==> config.mk <==
export PLATFORM = sky130hd
export DESIGN_NAME = apb_uart_top
export DESIGN_NICKNAME = d
export VERILOG_FILES = /design/src/common/apb_pkg.sv /design/src/common/uart_pkg.sv /design/src/rtl/apb_uart_top.sv /design/src/rtl/sfifo.sv /design/src/uart/uart_regs.sv /design/src/uart/uart_rx.sv /design/src/uart/uart_tx.sv
export SDC_FILE = /design/constraint.sdc
export NUM_CORES = 1
export LEC_CHECK = 0
export BUFFER_PORTS_ARGS = -buffer_cell sky130_fd_sc_hd__buf_4
export CORE_MARGIN = 2
export CORE_UTILIZATION = 60
export CTS_CLUSTER_DIAMETER = 80
export DETAILED_ROUTE_END_ITERATION = 6
export PLACE_DENSITY = 0.75
export SLEW_MARGIN = 0
export SYNTH_ARGS = -nofsm -noshare
export SYNTH_HDL_FRONTEND = slang
export SYNTH_SLANG_ARGS = --single-unit
==> constraint.sdc <==
create_clock -name i_clk -period 3.95 [get_ports i_clk]
set_input_delay 0.1975 -clock i_clk [delete_from_list [all_inputs] [get_ports i_clk]]
set_output_delay 0.1975 -clock i_clk [all_outputs]
set_load 0.05 [all_outputs]
==> src/common/apb_pkg.sv <==
// APB request and response structs, register map offsets

package apb_pkg;

    // Driven by the bus master
    typedef struct packed {
        logic        psel;
        logic        penable;
        logic        pwrite;
        logic [3:0]  paddr;
        logic [31:0] pwdata;
    } apb_req_t;

    // Returned by the slave
    typedef struct packed {
        logic        pready;
        logic        pslverr;
        logic [31:0] prdata;
    } apb_rsp_t;

    // Register map
    // Write pushes a TX byte, read pops an RX word
    localparam logic [3:0] addr_data   = 4'h0;
    // Read-only FIFO flags
    localparam logic [3:0] addr_status = 4'h4;
    // tx_thresh in 3:0, rx_thresh in 11:8
    localparam logic [3:0] addr_ctrl   = 4'h8;
    // Clocks per serial bit
    localparam logic [3:0] addr_baud   = 4'hC;

    // Field positions inside the ctrl register
    localparam int ctrl_tx_lsb = 0;
    localparam int ctrl_rx_lsb = 8;

    // Bit 8 of a data read carries the framing error
    localparam int data_ferr_bit = 8;

endpackage

==> src/common/uart_pkg.sv <==
// Serial-side types: baud divider, receive word, status flag layout

package uart_pkg;

    // Divider width in bits
    localparam int baud_w = 16;

    typedef logic [baud_w-1:0] baud_t;

    // Clocks per bit after reset
    localparam baud_t baud_default = baud_t'(16);

    // Payload of the receive FIFO
    typedef struct packed {
        logic [7:0] data;
        logic       ferr;   // stop bit sampled low
    } rx_word_t;

    // Status register, bit 7 down to bit 0
    typedef struct packed {
        logic rx_greater;
        logic rx_less;
        logic rx_empty;
        logic rx_full;
        logic tx_greater;
        logic tx_less;
        logic tx_empty;
        logic tx_full;
    } status_t;

    // Frame layout for 8N1
    localparam int data_bits = 8;

    // Width of the bit index inside a frame
    localparam int bit_idx_w = 3;

endpackage

==> src/rtl/apb_uart_top.sv <==
// APB UART top: register block, TX and RX FIFOs, serializer, deserializer

`timescale 1ns/1ps

module apb_uart_top #(
    parameter int log2_depth = 4
) (
    input  logic              i_clk,
    input  logic              i_nrst,
    input  apb_pkg::apb_req_t i_apb,
    input  logic              i_rxd,
    output apb_pkg::apb_rsp_t o_apb,
    output logic              o_txd
);

    uart_pkg::status_t     status;
    uart_pkg::baud_t       baud;
    logic [log2_depth-1:0] tx_thresh;
    logic [log2_depth-1:0] rx_thresh;

    logic                  tx_we;
    logic [7:0]            tx_wdata;
    logic                  tx_re;
    logic [7:0]            tx_rdata;

    logic                  rx_we;
    uart_pkg::rx_word_t    rx_wdata;
    logic                  rx_re;
    uart_pkg::rx_word_t    rx_rdata;

    uart_regs #(
        .log2_depth(log2_depth)
    ) regs_i (
        .i_clk      (i_clk),
        .i_nrst     (i_nrst),
        .i_apb      (i_apb),
        .i_status   (status),
        .i_rx_word  (rx_rdata),
        .o_apb      (o_apb),
        .o_tx_we    (tx_we),
        .o_tx_wdata (tx_wdata),
        .o_rx_re    (rx_re),
        .o_tx_thresh(tx_thresh),
        .o_rx_thresh(rx_thresh),
        .o_baud     (baud)
    );

    sfifo #(
        .log2_depth(log2_depth),
        .payload_t (logic [7:0])
    ) tx_fifo_i (
        .i_clk    (i_clk),
        .i_nrst   (i_nrst),
        .i_thresh (tx_thresh),
        .i_we     (tx_we),
        .i_wdata  (tx_wdata),
        .i_re     (tx_re),
        .o_rdata  (tx_rdata),
        .o_full   (status.tx_full),
        .o_empty  (status.tx_empty),
        .o_less   (status.tx_less),
        .o_greater(status.tx_greater)
    );

    // Words arriving on a full RX FIFO are dropped there
    sfifo #(
        .log2_depth(log2_depth),
        .payload_t (uart_pkg::rx_word_t)
    ) rx_fifo_i (
        .i_clk    (i_clk),
        .i_nrst   (i_nrst),
        .i_thresh (rx_thresh),
        .i_we     (rx_we),
        .i_wdata  (rx_wdata),
        .i_re     (rx_re),
        .o_rdata  (rx_rdata),
        .o_full   (status.rx_full),
        .o_empty  (status.rx_empty),
        .o_less   (status.rx_less),
        .o_greater(status.rx_greater)
    );

    uart_tx tx_i (
        .i_clk  (i_clk),
        .i_nrst (i_nrst),
        .i_baud (baud),
        .i_empty(status.tx_empty),
        .i_data (tx_rdata),
        .o_re   (tx_re),
        .o_txd  (o_txd)
    );

    uart_rx rx_i (
        .i_clk (i_clk),
        .i_nrst(i_nrst),
        .i_baud(baud),
        .i_rxd (i_rxd),
        .o_we  (rx_we),
        .o_word(rx_wdata)
    );

endmodule

==> src/rtl/sfifo.sv <==
// Synchronous FIFO with first-word fall-through and threshold flags

`timescale 1ns/1ps

module sfifo #(
    parameter int  log2_depth = 4,
    parameter type payload_t  = logic [7:0]
) (
    input  logic                  i_clk,
    input  logic                  i_nrst,
    input  logic [log2_depth-1:0] i_thresh,
    input  logic                  i_we,
    input  payload_t              i_wdata,
    input  logic                  i_re,
    output payload_t              o_rdata,
    output logic                  o_full,
    output logic                  o_empty,
    output logic                  o_less,
    output logic                  o_greater
);

    localparam int depth = 2 ** log2_depth;

    payload_t              mem [depth];
    logic [log2_depth-1:0] wr_cnt;
    logic [log2_depth-1:0] rd_cnt;
    logic [log2_depth-1:0] total_cnt;

    logic do_write;
    logic do_read;

    // Flags come from the registered count only
    assign o_empty   = (total_cnt == '0);
    // One slot stays unused, so full is one below depth
    assign o_full    = (total_cnt == log2_depth'(depth - 1));
    assign o_less    = (total_cnt < i_thresh);
    assign o_greater = (total_cnt > i_thresh);

    // Head entry is visible without a read
    assign o_rdata = mem[rd_cnt];

    assign do_read  = i_re && !o_empty;
    // A full FIFO still takes a write when a read frees a slot
    assign do_write = i_we && (!o_full || do_read);

    always_ff @(posedge i_clk) begin
        if (do_write) begin
            mem[wr_cnt] <= i_wdata;
        end
    end

    always_ff @(posedge i_clk or negedge i_nrst) begin
        if (!i_nrst) begin
            wr_cnt    <= '0;
            rd_cnt    <= '0;
            total_cnt <= '0;
        end else begin
            if (do_write) begin
                wr_cnt <= wr_cnt + 1'b1;
            end
            if (do_read) begin
                rd_cnt <= rd_cnt + 1'b1;
            end
            // Push and pop together leave the count as is
            case ({do_write, do_read})
                2'b10: begin
                    total_cnt <= total_cnt + 1'b1;
                end
                2'b01: begin
                    total_cnt <= total_cnt - 1'b1;
                end
                default: begin
                    total_cnt <= total_cnt;
                end
            endcase
        end
    end

endmodule

==> src/uart/uart_regs.sv <==
// APB register block: data, status, ctrl and baud registers, FIFO strobes

`timescale 1ns/1ps

module uart_regs #(
    parameter int log2_depth = 4
) (
    input  logic                  i_clk,
    input  logic                  i_nrst,
    input  apb_pkg::apb_req_t     i_apb,
    input  uart_pkg::status_t     i_status,
    input  uart_pkg::rx_word_t    i_rx_word,
    output apb_pkg::apb_rsp_t     o_apb,
    output logic                  o_tx_we,
    output logic [7:0]            o_tx_wdata,
    output logic                  o_rx_re,
    output logic [log2_depth-1:0] o_tx_thresh,
    output logic [log2_depth-1:0] o_rx_thresh,
    output uart_pkg::baud_t       o_baud
);

    logic                  access;
    logic                  hit_data;
    logic                  hit_status;
    logic                  hit_ctrl;
    logic                  hit_baud;
    logic                  mapped;
    logic [log2_depth-1:0] tx_thresh_q;
    logic [log2_depth-1:0] rx_thresh_q;
    uart_pkg::baud_t       baud_q;
    logic [31:0]           rdata;

    // Second phase of a transfer, never stalled
    assign access = i_apb.psel && i_apb.penable;

    assign hit_data   = (i_apb.paddr == apb_pkg::addr_data);
    assign hit_status = (i_apb.paddr == apb_pkg::addr_status);
    assign hit_ctrl   = (i_apb.paddr == apb_pkg::addr_ctrl);
    assign hit_baud   = (i_apb.paddr == apb_pkg::addr_baud);
    assign mapped     = hit_data || hit_status || hit_ctrl || hit_baud;

    // Push only with room, pop only with data
    assign o_tx_we    = access && i_apb.pwrite && hit_data && !i_status.tx_full;
    assign o_tx_wdata = i_apb.pwdata[7:0];
    assign o_rx_re    = access && !i_apb.pwrite && hit_data && !i_status.rx_empty;

    always_ff @(posedge i_clk or negedge i_nrst) begin
        if (!i_nrst) begin
            tx_thresh_q <= '0;
            rx_thresh_q <= '0;
            baud_q      <= uart_pkg::baud_default;
        end else if (access && i_apb.pwrite) begin
            if (hit_ctrl) begin
                tx_thresh_q <= i_apb.pwdata[apb_pkg::ctrl_tx_lsb +: log2_depth];
                rx_thresh_q <= i_apb.pwdata[apb_pkg::ctrl_rx_lsb +: log2_depth];
            end
            if (hit_baud) begin
                baud_q <= i_apb.pwdata[uart_pkg::baud_w-1:0];
            end
        end
    end

    // Read mux
    always_comb begin
        rdata = '0;
        if (hit_data) begin
            // Empty FIFO reads as zero
            if (!i_status.rx_empty) begin
                rdata[7:0]                    = i_rx_word.data;
                rdata[apb_pkg::data_ferr_bit] = i_rx_word.ferr;
            end
        end else if (hit_status) begin
            rdata[7:0] = i_status;
        end else if (hit_ctrl) begin
            rdata[apb_pkg::ctrl_tx_lsb +: log2_depth] = tx_thresh_q;
            rdata[apb_pkg::ctrl_rx_lsb +: log2_depth] = rx_thresh_q;
        end else if (hit_baud) begin
            rdata[uart_pkg::baud_w-1:0] = baud_q;
        end
    end

    always_comb begin
        o_apb.pready  = access;
        // Unmapped offset, or a byte dropped on a full TX FIFO
        o_apb.pslverr = access && (!mapped ||
                        (i_apb.pwrite && hit_data && i_status.tx_full));
        o_apb.prdata  = rdata;
    end

    assign o_tx_thresh = tx_thresh_q;
    assign o_rx_thresh = rx_thresh_q;
    assign o_baud      = baud_q;

endmodule

==> src/uart/uart_rx.sv <==
// Receive deserializer with line synchronizer and mid-bit sampling

`timescale 1ns/1ps

module uart_rx (
    input  logic               i_clk,
    input  logic               i_nrst,
    input  uart_pkg::baud_t    i_baud,
    input  logic               i_rxd,
    output logic               o_we,
    output uart_pkg::rx_word_t o_word
);

    typedef enum logic [1:0] {
        st_idle,
        st_start,
        st_data,
        st_stop
    } rx_state_t;

    rx_state_t                      state;
    logic                           rxd_s1;
    logic                           rxd_s2;
    logic                           rxd_d;
    logic                           fall;
    uart_pkg::baud_t                cnt;
    uart_pkg::baud_t                half_load;
    logic [uart_pkg::bit_idx_w-1:0] bit_idx;
    logic [7:0]                     shift;
    logic                           sample;

    // Two-flop synchronizer plus one stage for edge detect
    always_ff @(posedge i_clk or negedge i_nrst) begin
        if (!i_nrst) begin
            rxd_s1 <= 1'b1;
            rxd_s2 <= 1'b1;
            rxd_d  <= 1'b1;
        end else begin
            rxd_s1 <= i_rxd;
            rxd_s2 <= rxd_s1;
            rxd_d  <= rxd_s2;
        end
    end

    assign fall   = rxd_d && !rxd_s2;
    assign sample = (cnt == '0);

    // Counter value that lands on the middle of the start bit
    assign half_load = ((i_baud >> 1) == '0) ? '0 : (i_baud >> 1) - 1'b1;

    always_ff @(posedge i_clk or negedge i_nrst) begin
        if (!i_nrst) begin
            state   <= st_idle;
            cnt     <= '0;
            bit_idx <= '0;
            shift   <= '0;
        end else begin
            case (state)
                st_idle: begin
                    if (fall) begin
                        cnt   <= half_load;
                        state <= st_start;
                    end
                end
                default: begin
                    if (!sample) begin
                        cnt <= cnt - 1'b1;
                    end else begin
                        cnt <= i_baud - 1'b1;
                        if (state == st_start) begin
                            // High at mid start bit means a glitch
                            bit_idx <= '0;
                            state   <= rxd_s2 ? st_idle : st_data;
                        end else if (state == st_data) begin
                            shift   <= {rxd_s2, shift[7:1]};
                            bit_idx <= bit_idx + 1'b1;
                            if (bit_idx == uart_pkg::bit_idx_w'(uart_pkg::data_bits - 1)) begin
                                state <= st_stop;
                            end
                        end else begin
                            state <= st_idle;
                        end
                    end
                end
            endcase
        end
    end

    // Word leaves on the stop-bit sample
    assign o_we        = (state == st_stop) && sample;
    assign o_word.data = shift;
    assign o_word.ferr = !rxd_s2;

endmodule

==> src/uart/uart_tx.sv <==
// Transmit serializer for 8N1 frames fed from the TX FIFO

`timescale 1ns/1ps

module uart_tx (
    input  logic            i_clk,
    input  logic            i_nrst,
    input  uart_pkg::baud_t i_baud,
    input  logic            i_empty,
    input  logic [7:0]      i_data,
    output logic            o_re,
    output logic            o_txd
);

    typedef enum logic [1:0] {
        st_idle,
        st_start,
        st_data,
        st_stop
    } tx_state_t;

    tx_state_t                        state;
    uart_pkg::baud_t                  cnt;
    logic [uart_pkg::bit_idx_w-1:0]   bit_idx;
    logic [7:0]                       shift;
    logic                             bit_end;

    // Last cycle of the current bit
    assign bit_end = (cnt == '0);

    // Pop when idle, or straight after the stop bit for back-to-back frames
    assign o_re = !i_empty && ((state == st_idle) || (state == st_stop && bit_end));

    always_ff @(posedge i_clk or negedge i_nrst) begin
        if (!i_nrst) begin
            state   <= st_idle;
            cnt     <= '0;
            bit_idx <= '0;
            shift   <= '0;
        end else begin
            if (o_re) begin
                shift   <= i_data;
                cnt     <= i_baud - 1'b1;
                bit_idx <= '0;
                state   <= st_start;
            end else if (state != st_idle) begin
                if (!bit_end) begin
                    cnt <= cnt - 1'b1;
                end else begin
                    cnt <= i_baud - 1'b1;
                    case (state)
                        st_start: state <= st_data;
                        st_data: begin
                            shift   <= shift >> 1;
                            bit_idx <= bit_idx + 1'b1;
                            if (bit_idx == uart_pkg::bit_idx_w'(uart_pkg::data_bits - 1)) begin
                                state <= st_stop;
                            end
                        end
                        default: state <= st_idle;
                    endcase
                end
            end
        end
    end

    // Line level follows the state, LSB first
    always_comb begin
        case (state)
            st_start: o_txd = 1'b0;
            st_data:  o_txd = shift[0];
            default:  o_txd = 1'b1;
        endcase
    end

endmodule
==> metrics, run 1 <==
critical path class=reg -> out; GR Util All Layers=0.2609; area leader, netlist=edfxtp_1; Setup-failing EPs final=0; reg2reg path depth=12; FP Rows=62; H-tree levels=2; drt first-iter violations=between 1000 and 1500; main combinational cell family by area after synthesis=multiplexers; top cell type's share of synthesized area=0.4644; Lkg Pwr=0.007190 uW; largest net degree at the start of global routing=55; post-route minimum period=about 3200 ps; M2 GR Usage=0.4334; Synth top cells by count=edfxtp_1, dfrtp_1, nand2_1; nets=1395; hold-critical path depth=1; worst slew pin tran=965.0 ps; via count=about 11000; Post-DRT Antenna Nets=0; Die ar.=a little over 30000 sq um; VDD IR max=~0.0004 V; Post-Syn Area per Cell=14.29 sq um; crit end category=output port; mux contribution to synthesized area=0.1294; outcome=finished, final reports clean; critical path cell sequence=mux4_2, mux2i_1, o22ai_1, or3_1, buf_4; die width=175.2 microns; vias per inst=~6.3; power per cell area=approximately 580 nW/um^2; R2R Setup Slk=roughly 790 ps; GRT busiest layer=met2; DP HPWL=about 26 mm; clk_lat worst skew=540 ps; Core Area=~29000 sq um; synthesized instance count=about 1200; worst path arrival time=~3000 ps; Distinct cells, synth=roughly 80; most common cell in the netlist=edfxtp_1; cts repair resizes=0; Routability Congestion=between 0.8 and 0.9; initial antenna violation count=0; vias in the first global route=between 10000 and 15000; skew final=31.69 ps; area grow syn2layout=12.87%; Ant. Diodes=0; fin cells=roughly 1700; Final Hold Fails=0; CTS tree=done; Worst setup SP type=register; Post-synth EDFFs=between 200 and 300; max cap viols=0; Max Fclk=a little over 300 MHz; port bufs=between 40 and 50; Final Slew Violations=0; Ys Warns=0; routing usage on met3=0.04091; I/O pins=just under 80; Async SR Flop Fraction=0.2861; headroom to the max-slew limit=0.3567; CP peak stage delay=about 900 ps; Worst-path clk slew=~60 ps; post-synthesis simple-gate area fraction=0.09603; Initial Utilization=0.6112; RSZ-0062 raised after global routing=false; clk sinks=~380; post-synthesis sequential area ratio=0.6197; FILL cells=1923; CTS buffer count=40; WL/cell=about 23 microns; Pre-antenna DRT Iters=6; Post-Synth XOR/XNOR Area=0.02639; grt ovf=0; required time of the critical path=between 3000 and 4000 ps; adder-cell share of the synthesized area=0.03215; clk buf depth=3; final period utilization=0.8142; HP Class=in -> reg; fraction of final layout cells with drive strength greater than 1=0.2095; Die Ht=175.2 microns; met1 usage=0.3585; Routed WL=slightly below 40 mm; CP max stage cell=dfrtp_2; setup TNS=0 ps; global-route wire length before repair=61.66 mm; Critical Path Fanout Max=25; Post-Syn Area=approximately 18000 sq um; largest cells by area after synthesis=edfxtp_1, dfrtp_1, mux4_2, ha_1, nand2_1; Synth Area in Compound Gates=0.06509; # DRC=0; Seq cells post-synth=roughly 380; placed insts=~1600; ys flop type=edfxtp_1; Root Driver=clkbuf_16
[layout by cell type, fill, tap and decap left out, drive strengths merged, types with 4 or more instances in the layout]
cell / count
o211ai: 10
nor2b: 4
o22a: 8
mux2: 33
or4: 5
xnor2: 34
conb: 16
mux4: 69
a22oi: 13
buf: 84
nand4: 16
clkinv: 19
a21oi: 37
nand3: 11
o21ai: 62
dlygate4sd3: 15
nand2b: 10
mux2i: 35
nor4: 27
clkbuf: 51
a211o: 4
edfxtp: 272
a21o: 5
nor2: 55
xor2: 19
a31oi: 4
inv: 42
nor4b: 6
o221ai: 5
nor3: 30
ha: 42
nor3b: 4
nand2: 105
and3: 10
and2: 18
dfstp: 4
or3: 5
dfrtp: 105
[power breakdown]
part           internal [uW]  switching (uW)  leakage (uW)
Sequential              4600             585       0.00373
Clock                   2100            1530      0.000629
Combinational           1260            1440       0.00283
[layer usage]
metal / up-vias / wire (microns) / part of all wire
met2: 371 / 19270 / 0.49
li1: 4829 / - / -
met3: 86 / 2353 / 0.060
met1: 5506 / 16400 / 0.42
met4: 0 / 1100 / 0.028
met5: - / 0 / 0
[cell families (layout without fill, tap and decap cells)]
| family | after synthesis | after routing |
|---|---|---|
| other cells | 1 | 16 |
| flops | 381 | 381 |
| simple gates | 317 | 317 |
| buf+inv | 119 | 214 |
| mux | 137 | 137 |
| xor+xnor | 53 | 53 |
| fa+ha+maj | 44 | 44 |
| compound gates | 179 | 179 |
[final timing paths]
kind | from | endpoint
setup / recovery | rx_fifo_i.rd_cnt[0] | o_apb[3]
hold / removal | i_apb[1] | tx_fifo_i.mem[8][1]
setup reg to reg | rx_i.cnt[0] | rx_fifo_i.total_cnt[3]
hold reg to reg | rx_i.rxd_s1 | rx_i.rxd_s2
max in group asynchronous | i_nrst | rx_i.rxd_s2
min in group asynchronous | i_nrst | tx_fifo_i.rd_cnt[3]
[cell type report]
cell class	count	area, sq um	share of cell area
Clock buffer	51	1094	0.05508
Clock inverter	23	192.7	0.009705
Inverter	41	153.9	0.007751
Multi-Input combinational cell	746	6250	0.3148
Sequential cell	381	10900	0.5492
Tap cell	384	480.5	0.02420
Timing Repair Buffer	99	780.7	0.03932
[metrics by stage]
stage | utilization | hold WS, ps | instance area [sq um] | total power (uW) | worst slack (ps)
2_1_floorplan | - | -98.09 | 17650 | 7170 | 733.0
3_3_place_gp | 0.6399 | 300.3 | 18420 | 7822 | 888.6
3_5_place_dp | 0.6399 | 307.4 | 18420 | 7901 | 832.0
4_1_cts | 0.6899 | 2.236 | 19850 | 11560 | 646.4
5_1_grt | 0.6899 | 23.00 | 19850 | 12050 | 533.2
6_report | 0.6899 | 24.92 | 19850 | 11520 | 733.9
[worst max-delay path: cells and delay by family (launching register included)]
kind / cells / cell delay [ps]
mux: 2 / 780
compound gates: 1 / 120
flops: 1 / 900
buf+inv: 1 / 220
simple gates: 1 / 440
[flip-flops by register name, indices dropped and copies added, names as in the netlist, 8 cells and up]
signal,count
regs_i.o_baud,16
rx_fifo_i.mem,144
rx_i.cnt,16
rx_i.shift,8
tx_fifo_i.mem,128
tx_i.cnt,16
tx_i.shift,8
[what timing repair did]
action / CTS / global route
hold buffers: 15 / 0
setup buffers: 0 / 0
hold endpoints to repair: 142 / 0
(Power assumes the default switching activity.)
==> run 2: changes to the inputs <==
- CORE_UTILIZATION: 60 -> 56
- PLACE_DENSITY: 0.75 -> 0.73
- clock period: 3.95 -> 2.6 ns (I/O delays scaled with it)
==> metrics, run 2 (synthesis results as in run 1) <==
FP Rows=64 (+3.2%); R2R Setup Slk=10 ps (-780 ps); destination of the worst hold path=rx_fifo_i.rd_cnt[0]; critical path class=reg -> out; die width=181.2 microns (+3.4%); grt ovf=0 (unchanged); Worst-path clk slew=60 ps (about the same); failing checks=setup timing; Final Slew Violations=0 (unchanged); Die ar.=32840 sq um (+7.0%); outcome=finished, violations left; required time of the critical path=2470 ps (-1280 ps); vias per inst=6.079 (-2.8%); post-route minimum period=~2700 ps; Ant. Diodes=0 (unchanged); global-route wire length before repair=63.51 mm (+3.0%); CP top delay family=multiplexers; VDD IR max=0.0006284 V (+53%); hold-critical path depth=4 (+3); Setup WS post-layout=-82.78 ps (-816.7 ps); clk_lat worst skew=550 ps (about the same); CTS tree=done; # DRC=0 (unchanged); vias in the first global route=10980 (+0.81%); most frequent cells in the layout=edfxtp_1, buf_4, nand2_1, dfrtp_1, mux4_2; Top Registers=rx_fifo_i.mem (144), tx_fifo_i.mem (128); crit end category=output port; Pre-antenna DRT Iters=5 (-1); min-delay src=i_apb[36]; CTS buffer count=40 (unchanged); GR Util All Layers=0.2540 (-0.006879); max cap viols=0 (unchanged); Top reg by flops=rx_fifo_i.mem; Setup-failing EPs final=8 (+8); setup TNS=-261.1 ps (-261.1 ps); port bufs=44 (unchanged); Worst setup SP type=register; WL/cell=22.61 microns (-0.32%); r2r startpoint=rx_i.cnt[8]; Initial Utilization=0.5720 (-0.03914); Root Driver=clkbuf_16; H-tree levels=2 (unchanged); Max Fclk=~370 MHz; Util after Layout=0.6859 (-0.003981); Reg-to-Reg End=rx_fifo_i.total_cnt[3]; nets=1481 (+6.2%); final period utilization=1.032; clk sinks=381 (unchanged); drt first-iter violations=938 (-20%); skew final=20.79 ps (-10.91 ps); commonest non-fill, non-tap cell in the layout=edfxtp_1; placed instance area=19280 sq um (+4.7%); Final Hold Fails=0 (unchanged); Post-DRT Antenna Nets=0 (unchanged); power per cell area=871.0 nW/um^2 (+50%); DP HPWL=27.33 mm (+6.9%); Critical Path Fanout Max=7 (-72%); headroom to the max-slew limit=0.5215 (+0.1648); Lkg Pwr=0.007718 uW (+7.4%); reg2reg path depth=10 (-2); I/O pins=77 (unchanged); Total Power Consumption=18370 uW (+60%); via count=11070 (+2.6%); worst slew pin tran=717.7 ps (-247.2 ps); cell area after layout=21090 sq um (+6.2%); worst path arrival time=2550 ps (-470 ps); fin cells=1821 (+5.6%); largest net degree at the start of global routing=48 (-13%); initial antenna violation count=0 (unchanged); Routed WL=41.17 mm (+5.2%); CP peak stage delay=540 ps (-360 ps); fraction of final layout cells with drive strength greater than 1=0.2926 (+0.08309); HP Class=in -> reg; RSZ-0062 raised after global routing=true; area grow syn2layout=19.90%; critical path cell sequence=buf_12, mux4_2, mux2i_1, o22ai_1, or3_4, buf_8; clk buf depth=3 (unchanged); Routability Congestion=0.9487 (+5.6%); Die Ht=181.2 microns (+3.4%); placed insts=1716 (+4.9%); CP max stage cell=mux4_2; max reg flops=144 (unchanged); critical path buffer and inverter count=2 (+1); Core Area=30750 sq um (+6.8%)
## run 2: worst max path at each step
| stage | depth (start not counted) | slack, ps | end | from |
|---|---|---|---|---|
| 4_1_cts | 8 | -120 | o_apb[5] | rx_fifo_i.rd_cnt[0] |
| 5_1_grt | 9 | -150 | o_apb[3] | regs_i.o_tx_thresh[1] |
| 3_3_place_gp | 12 | -30 | rx_fifo_i.total_cnt[3] | rx_i.cnt[1] |
| 6_report | 6 | -80 | o_apb[3] | rx_fifo_i.rd_cnt[0] |
| 3_5_place_dp | 12 | -60 | tx_fifo_i.total_cnt[3] | i_apb[35] |
| 2_1_floorplan | 14 | -170 | tx_fifo_i.total_cnt[3] | tx_i.cnt[0] |
## run 2: timing repair
item                                    4_1_cts  5_1_grt
resized for setup                            22       37
setup buffers                                 5        8
endpoints found under the hold margin       194        0
hold buffers                                 18        0
gates cloned                                  3        0
pin swaps                                     5       16
endpoints found under the setup margin       10      147
## run 2: final cells by class
type,instances,area (sq um)
clock buffer,50,1049
clock inverter,22,220.2
fill,2046,9659
inverter,41,153.9
multi-input combinational,746,6586
sequential,381,10910
tap,396,495.5
timing repair buffer,185,1680
## run 2: tightest hold or removal path: stages
cell and delay [ps]:
buf_4 120, or4_4 150, buf_4 120, xnor2_1 60
## run 2: layer usage
| layer | global-route usage | vias to the layer above | wire [microns] |
|---|---|---|---|
| met5 | 0 | - | 0 |
| met4 | 0.07837 | 0 | 1044 |
| met3 | 0.04676 | 78 | 2819 |
| met2 | 0.4166 | 441 | 20200 |
| met1 | 0.3494 | 5563 | 17110 |
| li1 | - | 4988 | - |
## run 2: per-stage QoR
step                hold slack [ps]  worst slack, ps
floorplan                    -165.6           -165.7
global placement              199.0           -27.25
detailed placement            200.6           -64.45
CTS                           47.80           -118.1
global route                  79.61           -148.7
finish                        74.72           -82.78
## run 2: report_power, final
| part | switching, uW | internal, uW | total, uW |
|---|---|---|---|
| clock network | 2280 | 3260 | 5540 |
| registers | 607 | 7000 | 7610 |
| logic | 2740 | 2480 | 5220 |
==> run 3: changes to the inputs <==
- PLACE_DENSITY: 0.73 -> 0.76
==> metrics, run 3 (synthesis results as in run 1) <==
port bufs=44 (unchanged); clk buf depth=3 (unchanged); CP max stage cell=mux4_2; Pre-antenna DRT Iters=6 (+1); Post-DRT Antenna Nets=0 (unchanged); Routed WL=40.62 mm (-1.3%); Lkg Pwr=0.007701 uW (-0.23%); Final Slew Violations=0 (unchanged); H-tree levels=2 (unchanged); RSZ-0062 raised after global routing=true; outcome=finished, violations left; # DRC=0 (unchanged); GR Util All Layers=0.2489 (-0.005066); HP Class=in -> reg; initial antenna violation count=0 (unchanged); Ant. Diodes=0 (unchanged); Routability Congestion=0.8808 (-7.2%); worst path arrival time=2530 ps (-20 ps); via count=11080 (+0.099%); global-route wire length before repair=63.05 mm (-0.74%); required time of the critical path=2470 ps (about the same); VDD IR max=0.0007599 V (+21%); Switching Share=0.3077 (+0.0009427); power per cell area=864.9 nW/um^2 (-0.71%); most used cell, CP=buf_12; Pint=12640 uW (-0.77%); final period utilization=1.021 (-0.01034); Max Fclk=376.5 MHz (+1.0%); max reg flops=144 (unchanged); Final Hold Fails=0 (unchanged); Setup-failing EPs final=18 (+10); Setup WS post-layout=-55.89 ps (+26.89 ps); most frequent cells in the layout=edfxtp_1, buf_4, nand2_1, dfrtp_1, mux4_2; Sw Pwr=5616 uW (-0.33%); Util after Layout=0.6864 (about the same); grt ovf=0 (unchanged); largest net degree at the start of global routing=48 (unchanged); nets=1477 (-0.27%); Top Registers=rx_fifo_i.mem (144), tx_fifo_i.mem (128); vias in the first global route=11140 (+1.4%); skew final=20.19 ps (-0.6003 ps); I/O pins=77 (unchanged); Initial Utilization=0.5720 (unchanged); max cap viols=0 (unchanged); failing checks=setup timing; CTS buffer count=39 (-2.5%); FILL cells=2110 (+3.1%); DP HPWL=27.18 mm (-0.54%); vias per inst=6.099 (+0.32%); Root Driver=clkbuf_16; WL/cell=22.35 microns (-1.1%); fraction of final layout cells with drive strength greater than 1=0.2892 (-0.003399); clk_lat worst skew=540 ps (about the same); Place WS=-198.9 ps (-134.5 ps); crit end category=output port; share of power burned in the clock network=0.296 (-0.006); post-route minimum period=2656 ps (-26.89 ps); Critical Path Fanout Max=12 (+5); drt first-iter violations=1027 (+9.5%); Worst-path clk slew=60 ps (about the same); critical path class=reg -> out; worst slew pin tran=762.9 ps (+45.16 ps); Die Ht=181.2 microns (unchanged); Logic pwr share=0.288 (+0.004); commonest non-fill, non-tap cell in the layout=edfxtp_1; setup TNS=-417.5 ps (-156.5 ps); Top reg by flops=rx_fifo_i.mem; FP Rows=64 (unchanged); clk sinks=381 (unchanged); Core Area=30750 sq um (unchanged); area grow syn2layout=20.00% (about the same); CTS tree=done; Die ar.=32840 sq um (unchanged); CP peak stage delay=550 ps (about the same); Worst setup SP type=register; headroom to the max-slew limit=0.4914 (-0.03011); Sequential Power Share=0.416 (+0.002); critical path cell sequence=buf_12, buf_12, buf_12, mux4_2, mux2i_2, o22a_1, o21ai_2, buf_6; die width=181.2 microns (unchanged)
run 3: power groups by stage:
stage	registers (uW)	clock network, uW	logic, uW
after detailed placement	7680	0	4900
after global routing	7670	5710	5720
after CTS	7560	5480	5050
after floorplan	7520	0	3510
final	7590	5410	5250
after global placement	7670	0	4780
run 3: worst max-delay path, delay by kind of cell, from the launching register on:
family | cells | cell delay [ps]
muxes | 2 | 760
buffers and inverters | 4 | 570
DFF | 1 | 390
AOI/OAI and AO/OA | 2 | 270
run 3: final timing paths:
check                      depth (start not counted)                start                      to  slack (ps)
min in group asynchronous                          2               i_nrst     tx_fifo_i.rd_cnt[2]         160
hold reg to reg                                    0          rx_i.rxd_s1             rx_i.rxd_s2         360
setup / recovery                                   8  rx_fifo_i.rd_cnt[0]                o_apb[8]         -60
setup reg to reg                                  10          rx_i.cnt[9]  rx_fifo_i.total_cnt[3]         -50
max in group asynchronous                          3               i_nrst              rx_i.rxd_d        1690
hold / removal                                     4            i_apb[34]     rx_fifo_i.rd_cnt[0]         150
run 3: repair_timing:
| action | in CTS | in global routing |
|---|---|---|
| endpoints found under the hold margin | 188 | 0 |
| hold buffers | 19 | 0 |
| pin swaps | 8 | 10 |
| endpoints found under the setup margin | 91 | 155 |
| gates resized for setup | 33 | 26 |
| buffers inserted | 9 | 10 |
run 3: layout make-up:
class	count	area (sq um)	share of cell area
sequential	381	10900	0.5166
clock inverter	15	137.6	0.006521
timing repair buffer	182	1679	0.07955
inverter	41	153.9	0.007291
multi-input combinational	746	6646	0.3149
tap	396	495.5	0.02347
clock buffer	56	1091	0.05169
run 3: layer usage:
layer	routed length (microns)	up-vias	GRT usage
met5	0	-	0
met4	1089	0	0.07870
met3	2623	72	0.04293
met2	20060	420	0.4057
met1	16850	5607	0.3458
li1	-	4982	-
run 3: metrics by stage:
step	std cells	power, uW	hold WS (ps)	instance area, sq um
final	1817	18250	151.8	21110
after CTS	1807	18100	131.5	20880
after global routing	1817	19090	163.9	21110
after global placement	1708	12450	187.4	19230
after floorplan	1246	11030	-165.6	17910
after detailed placement	1708	12570	187.0	19230
